## src/pe_pkg.sv

```systemverilog
package pe_pkg;

  // array geometry
  // rows share a weight per column, columns share a pixel per row
  localparam int COLS = 4;
  localparam int ROWS = 4;

  // signed pixel width, enters at column 0
  localparam int X_BITS = 8;

  // signed weight width, one weight per column
  localparam int K_BITS = 8;

  // full precision product of one pixel and one weight
  localparam int M_BITS = X_BITS + K_BITS;

  // accumulator width, also the element width of an output word
  // sums wrap at this width
  localparam int Y_BITS = 24;

  // multiplier latency in enabled cycles
  // counts the input register in front of the multiplier
  // so the product pipe behind it is one stage shorter
  localparam int DELAY_MUL = 3;

endpackage

```

## src/mac_ctrl_if.sv

```systemverilog
interface mac_ctrl_if;

  // array wide enable, low while any finished result is stuck
  logic en;

  // per column clock enable of weight register and product pipe
  logic [pe_pkg::COLS-1:0] mul_en;

  // per column, product at the multiplier output is valid
  logic [pe_pkg::COLS-1:0] acc_en;

  // per column, load the product instead of adding to the old sum
  logic [pe_pkg::COLS-1:0] clear;

  // column control side
  modport controller (
    output en,
    output mul_en,
    output acc_en,
    output clear
  );

  // mac array side
  modport array (
    input en,
    input mul_en,
    input acc_en,
    input clear
  );

endinterface

```

## src/acc_if.sv

```systemverilog
interface acc_if;

  // per column, ROWS finished sums
  logic [pe_pkg::COLS-1:0][pe_pkg::ROWS-1:0][pe_pkg::Y_BITS-1:0] acc_data;

  // per column, accumulator holds a finished group result
  logic [pe_pkg::COLS-1:0] acc_valid;

  // per column, that result closes the frame
  logic [pe_pkg::COLS-1:0] acc_last;

  // per column, shifter slot holds no unsent word
  logic [pe_pkg::COLS-1:0] slot_free;

  modport array (
    output acc_data
  );

  modport control (
    output acc_valid,
    output acc_last,
    input  slot_free
  );

  modport shifter (
    input  acc_data,
    input  acc_valid,
    input  acc_last,
    output slot_free
  );

endinterface

```

## src/n_delay.sv

```systemverilog
module n_delay #(
  parameter int N = 1,
  parameter int W = 1
) (
  input  logic         clk,
  input  logic         resetn,
  input  logic         en,
  input  logic [W-1:0] i,
  output logic [W-1:0] o
);

  // stage 0 takes the input, stage N-1 drives the output
  logic [N-1:0][W-1:0] stage;

  always_ff @(posedge clk) begin
    if (!resetn) begin
      stage <= '0;
    end else if (en) begin
      // whole chain moves one step per enabled cycle
      stage[0] <= i;
      for (int k = 1; k < N; k++) begin
        stage[k] <= stage[k-1];
      end
    end
  end

  // held when en is low, so data lines up with other
  // pipes sharing the same enable
  assign o = stage[N-1];

endmodule

```

## src/column_control.sv

```systemverilog
module column_control (
  input  logic                    clk,
  input  logic                    resetn,
  input  logic [pe_pkg::COLS-1:0] s_valid,
  input  logic [pe_pkg::COLS-1:0] s_last,
  input  logic [pe_pkg::COLS-1:0] s_cin_last,
  output logic                    s_ready,
  mac_ctrl_if.controller          ctrl,
  acc_if.control                  acc
);

  // flags after the multiplier latency, aligned with the products
  logic [pe_pkg::COLS-1:0][2:0] mul_flags;
  logic [pe_pkg::COLS-1:0]      mul_valid;
  logic [pe_pkg::COLS-1:0]      mul_cin_last;
  logic [pe_pkg::COLS-1:0]      mul_last;

  logic [pe_pkg::COLS-1:0] clear_q;
  logic [pe_pkg::COLS-1:0] acc_valid_q;
  logic [pe_pkg::COLS-1:0] acc_last_q;

  // load and freeze decisions
  logic [pe_pkg::COLS-1:0] can_load;
  logic [pe_pkg::COLS-1:0] freeze;
  logic                    en;
  logic [pe_pkg::COLS-1:0] acc_en;

  for (genvar c = 0; c < pe_pkg::COLS; c++) begin : g_col
    // valid, group end and frame end travel with the pixel
    // through input register and product pipe
    n_delay #(
      .N (pe_pkg::DELAY_MUL),
      .W (3)
    ) u_flag_pipe (
      .clk    (clk),
      .resetn (resetn),
      .en     (en),
      .i      ({s_valid[c], s_cin_last[c], s_last[c]}),
      .o      (mul_flags[c])
    );

    assign mul_valid[c]    = mul_flags[c][2];
    assign mul_cin_last[c] = mul_flags[c][1];
    assign mul_last[c]     = mul_flags[c][0];
  end

  // a slot takes a result only if the slot right of it is also free,
  // the last column has nothing to its right
  assign can_load = acc.slot_free & {1'b1, acc.slot_free[pe_pkg::COLS-1:1]};

  // a finished result that cannot leave would be overwritten
  // by the next product, so the whole array stops
  assign freeze = acc_valid_q & ~can_load;
  assign en     = ~|freeze;
  assign acc_en = mul_valid & {pe_pkg::COLS{en}};

  always_ff @(posedge clk) begin
    if (!resetn) begin
      // first product after reset starts a fresh group
      clear_q     <= '1;
      acc_valid_q <= '0;
      acc_last_q  <= '0;
    end else begin
      for (int c = 0; c < pe_pkg::COLS; c++) begin
        // group end product arms the clear for the next product
        if (acc_en[c]) begin
          clear_q[c] <= mul_cin_last[c];
        end
        // set by the group end product, dropped by the shifter load
        if (acc_en[c] && mul_cin_last[c]) begin
          acc_valid_q[c] <= 1'b1;
          acc_last_q[c]  <= mul_last[c];
        end else if (can_load[c]) begin
          acc_valid_q[c] <= 1'b0;
        end
      end
    end
  end

  assign ctrl.en     = en;
  assign ctrl.mul_en = {pe_pkg::COLS{en}};
  assign ctrl.acc_en = acc_en;
  assign ctrl.clear  = clear_q;

  assign acc.acc_valid = acc_valid_q;
  assign acc.acc_last  = acc_last_q;

  // source may present a beat whenever the array moves
  assign s_ready = en;

endmodule

```

## src/flat_wrapper.sv

```systemverilog
// flat-port wrapper written by rule: the top's interface ports become plain ports
module column_control_flat 
  (clk, resetn, s_valid, s_last, s_cin_last, s_ready, ctrl_en, ctrl_mul_en, ctrl_acc_en, ctrl_clear, acc_acc_valid, acc_acc_last, acc_slot_free);
  mac_ctrl_if ctrl_i ();
  acc_if acc_i ();
  input  logic clk;
  input  logic resetn;
  input  logic [pe_pkg::COLS-1:0] s_valid;
  input  logic [pe_pkg::COLS-1:0] s_last;
  input  logic [pe_pkg::COLS-1:0] s_cin_last;
  output logic s_ready;
  output wire logic [$bits(ctrl_i.en)-1:0] ctrl_en;
  output wire logic [$bits(ctrl_i.mul_en)-1:0] ctrl_mul_en;
  output wire logic [$bits(ctrl_i.acc_en)-1:0] ctrl_acc_en;
  output wire logic [$bits(ctrl_i.clear)-1:0] ctrl_clear;
  output wire logic [$bits(acc_i.acc_valid)-1:0] acc_acc_valid;
  output wire logic [$bits(acc_i.acc_last)-1:0] acc_acc_last;
  input wire logic [$bits(acc_i.slot_free)-1:0] acc_slot_free;
  assign ctrl_en = ctrl_i.en;
  assign ctrl_mul_en = ctrl_i.mul_en;
  assign ctrl_acc_en = ctrl_i.acc_en;
  assign ctrl_clear = ctrl_i.clear;
  assign acc_acc_valid = acc_i.acc_valid;
  assign acc_acc_last = acc_i.acc_last;
  assign acc_i.slot_free = acc_slot_free;
  column_control u_core (.clk(clk), .resetn(resetn), .s_valid(s_valid), .s_last(s_last), .s_cin_last(s_cin_last), .s_ready(s_ready), .ctrl(ctrl_i), .acc(acc_i));
endmodule
```

## config.mk

```make
export PLATFORM = sky130hd
export DESIGN_NAME = column_control_flat
export DESIGN_NICKNAME = d
export VERILOG_FILES = /design/src/pe_pkg.sv /design/src/mac_ctrl_if.sv /design/src/acc_if.sv /design/src/n_delay.sv /design/src/column_control.sv /design/src/flat_wrapper.sv
export SDC_FILE = /design/constraint.sdc
export NUM_CORES = 1
export LEC_CHECK = 0
export ABC_AREA = 1
export BUFFER_PORTS_ARGS = -buffer_cell sky130_fd_sc_hd__clkbuf_2
export CAP_MARGIN = 20
export CORE_ASPECT_RATIO = 0.75
export CORE_UTILIZATION = 35
export CTS_CLUSTER_DIAMETER = 100
export CTS_CLUSTER_SIZE = 20
export DETAILED_ROUTE_END_ITERATION = 8
export GPL_TIMING_DRIVEN = 0
export SYNTH_ARGS = -nofsm -noshare
export SYNTH_HDL_FRONTEND = slang
export SYNTH_SLANG_ARGS = --single-unit
```

## constraint.sdc

```tcl
create_clock -name clk -period 1.05 [get_ports clk]
set_clock_uncertainty 0.1 [all_clocks]
set_input_delay 0.0525 -clock clk [delete_from_list [all_inputs] [get_ports clk]]
set_output_delay 0.0525 -clock clk [all_outputs]
set_load 0.005 [all_outputs]
```

==> metrics <==
synth top area cells dfxtp_1 52%, nor2_1 16%, o21ai_0 9.2%; Initial Util 0.371; Synth top area share 0.517; worst-skew pair later-pin latency 300 ps; FF-to-FF Start u_core.acc.acc_valid[1]$_SDFFE_PN0P_; I/O Pins 40; max_slew headroom 0.707; port bufs 38; via count between 1500 and 2000; Critical Path AT between 1000 and 1500 ps; FP Rows 22; Min Hold Slack -47.8 ps; Mapped Cells 239; H-tree Lvls 2; pin slew with the least headroom to its limit 439 ps; RSZ-0062 raised after global routing yes; drt via density 4.46; antenna viol nets, final 0; register bit count reported by yosys 48; DR WL/cell around 11 µm; # placed instances 349; largest fanout on the critical path 6; Max Cap Viol 0; critical path endpoint category output port; Cell variety after synth 15; critical path class flip-flop to output port; CTS Sinks 48; Mapped Area between 1500 and 2000 µm²; WL final 4070 µm; CTS Buffer Depth 2; endpoints failing setup 58; Die Ht approximately 65 µm; CP Data Required Time around 900 ps; failing checks hold timing, setup timing; first-pass GRT wire length about 7000 µm; minimum clock period roughly 1500 ps; vias in the first global route roughly 1500; R2R cell count 8; Slew Limit Fails 0; die width between 80 and 90 µm; Synth area leader dfxtp_1; area of the core 5010 µm²; Reg area a little under 1000 µm²; root buf cell clkbuf_8; pre-CTS setup slack -275 ps; R2R setup slack -320 ps; Placer Congestion approximately 0.74; Syn. warnings 0; pwr dens between 1000 and 1500 nW/µm²; cts hold-fix bufs 13; Final nets between 300 and 400; hold endpoint u_core.acc.acc_valid[3]$_SDFFE_PN0P_; total power between 3000 and 4000 µW; Final Cycle Share 1.39; CTS tree yes; static leakage about 0.0011 µW; Worst-path clk slew ~80 ps; die footprint between 5000 and 6000 µm²; Antenna Diode Count 0; HPWL after DPL 2600 µm; fin cells 379; Hold Path Stages 4; Hold Startpoint acc_slot_free[3]; status complete, but fails checks; Worst R2R End u_core.acc.acc_last[1]$_SDFFE_PN0P_; HP Class input port to flip-flop; final worst slack -411 ps; FMAX 684 MHz; Net Count, Synth roughly 260; area grow syn2layout 40.8%; DRC violations left 0; worst vdd rail ir drop roughly 0.74 mV; CP startpoint kind flip-flop; register area share after synthesis 0.517; CTS Buf Count 5; filler cell count slightly above 500; largest net degree at the start of global routing 14; layout cell share with drive strength beyond 1 0.326; Congestion Overflow GR 0; antenna violations before repair 0; GRT Total Usage 0.158; initial DRC count between 70 and 80; Setup TNS -17160 ps; area of the multi-input gates approximately 790 µm²; Avg Cell Area, Syn between 7 and 8 µm²; Hold Fails Final Rpt 3; DRT Pass-1 Iters 4
## power breakdown
part / leakage, µW / total [µW] / internal [µW] / switching (µW)
Sequential: 0.000396 / 1940 / 1890 / 44.5
Clock: 0.0000455 / 1120 / 538 / 579
Combinational: 0.000679 / 309 / 162 / 148
## worst max path at each step
| stage | start | end | slack, ps | cells past startpoint |
|---|---|---|---|---|
| floorplan | u_core.acc.acc_valid[0]$_SDFFE_PN0P_ | u_core.g_col[1].u_flag_pipe.o[0]$_SDFFE_PN0N_ | -130 | 7 |
| global placement | u_core.acc.acc_valid[0]$_SDFFE_PN0P_ | ctrl_acc_en[3] | -300 | 7 |
| detailed placement | u_core.acc.acc_valid[0]$_SDFFE_PN0P_ | ctrl_acc_en[0] | -270 | 7 |
| CTS | u_core.acc.acc_valid[3]$_SDFFE_PN0P_ | ctrl_acc_en[1] | -420 | 7 |
| global route | u_core.acc.acc_valid[1]$_SDFFE_PN0P_ | ctrl_acc_en[3] | -480 | 7 |
| finish | u_core.acc.acc_valid[1]$_SDFFE_PN0P_ | ctrl_acc_en[3] | -410 | 7 |
## flip-flops by register name, indices dropped and copies added, names as in the netlist
signal and flops:
u_core.acc.acc_last 4, u_core.g_col.u_flag_pipe.stage 24, u_core.acc.acc_valid 4, u_core.g_col.u_flag_pipe.o 12
u_core.ctrl.clear 4
## timing repair
action,in CTS,in global routing
setup endpoints to repair,58,58
setup buffers,7,2
pin swaps,4,3
hold endpoints to repair,19,3
gates resized for setup,23,23
## placed cells by master, fill, tap and decap left out, types with 6 or more instances in the layout
master         count
inv_1             18
clkbuf_8           6
nand2_1           11
clkbuf_1           6
o21ai_1           10
clkbuf_2          33
dfxtp_1           44
buf_4              9
o21ai_0           28
nor2_1            66
dlygate4sd3_1     13
nor2_2            11
buf_6             16
## routing by layer
layer,up-vias,track usage,part of all wire
met5,-,0,0
met3,5,0.0427,0.057
li1,885,-,-
met4,0,0.0438,0.0093
met2,43,0.239,0.41
met1,758,0.220,0.52
## logic make-up (layout without fill, tap and decap cells)
family,Yosys count,after routing,synth area share
DFF,48,48,0.517
AOI/OAI and AO/OA,44,44,0.118
buffers and inverters,37,105,0.120
and+or+nand+nor,110,110,0.244
## stage by stage
stage | area, µm² | util
floorplan | 1890 | -
global placement | 2170 | 0.434
detailed placement | 2170 | 0.434
CTS | 2530 | 0.505
global route | 2620 | 0.522
finish | 2620 | 0.522
## cell usage after synthesis, drive strengths merged
library cell / count
inv: 19
nand4: 4
clkbuf: 4
nor2: 81
a21oi: 4
o21ai: 40
nand3: 8
nand2: 17
dfxtp: 48
buf: 14
## cell type report
type / instances / area share
flip-flops and latches: 48 / 0.369
multi-input cells: 154 / 0.303
repair buffers: 60 / 0.162
plain buffers: 18 / 0.0688
clock buffers: 8 / 0.0344
well taps: 72 / 0.0344
inverters: 19 / 0.0292
## critical path: stages, from the launching register on
cell and delay [ps]:
dfxtp_2 330, nand2_2 80, nand2_4 70, nor2_8 170, inv_6 40, buf_8 130, nor2_4 70, clkbuf_2 110
Power figures use the tool's default switching activity.
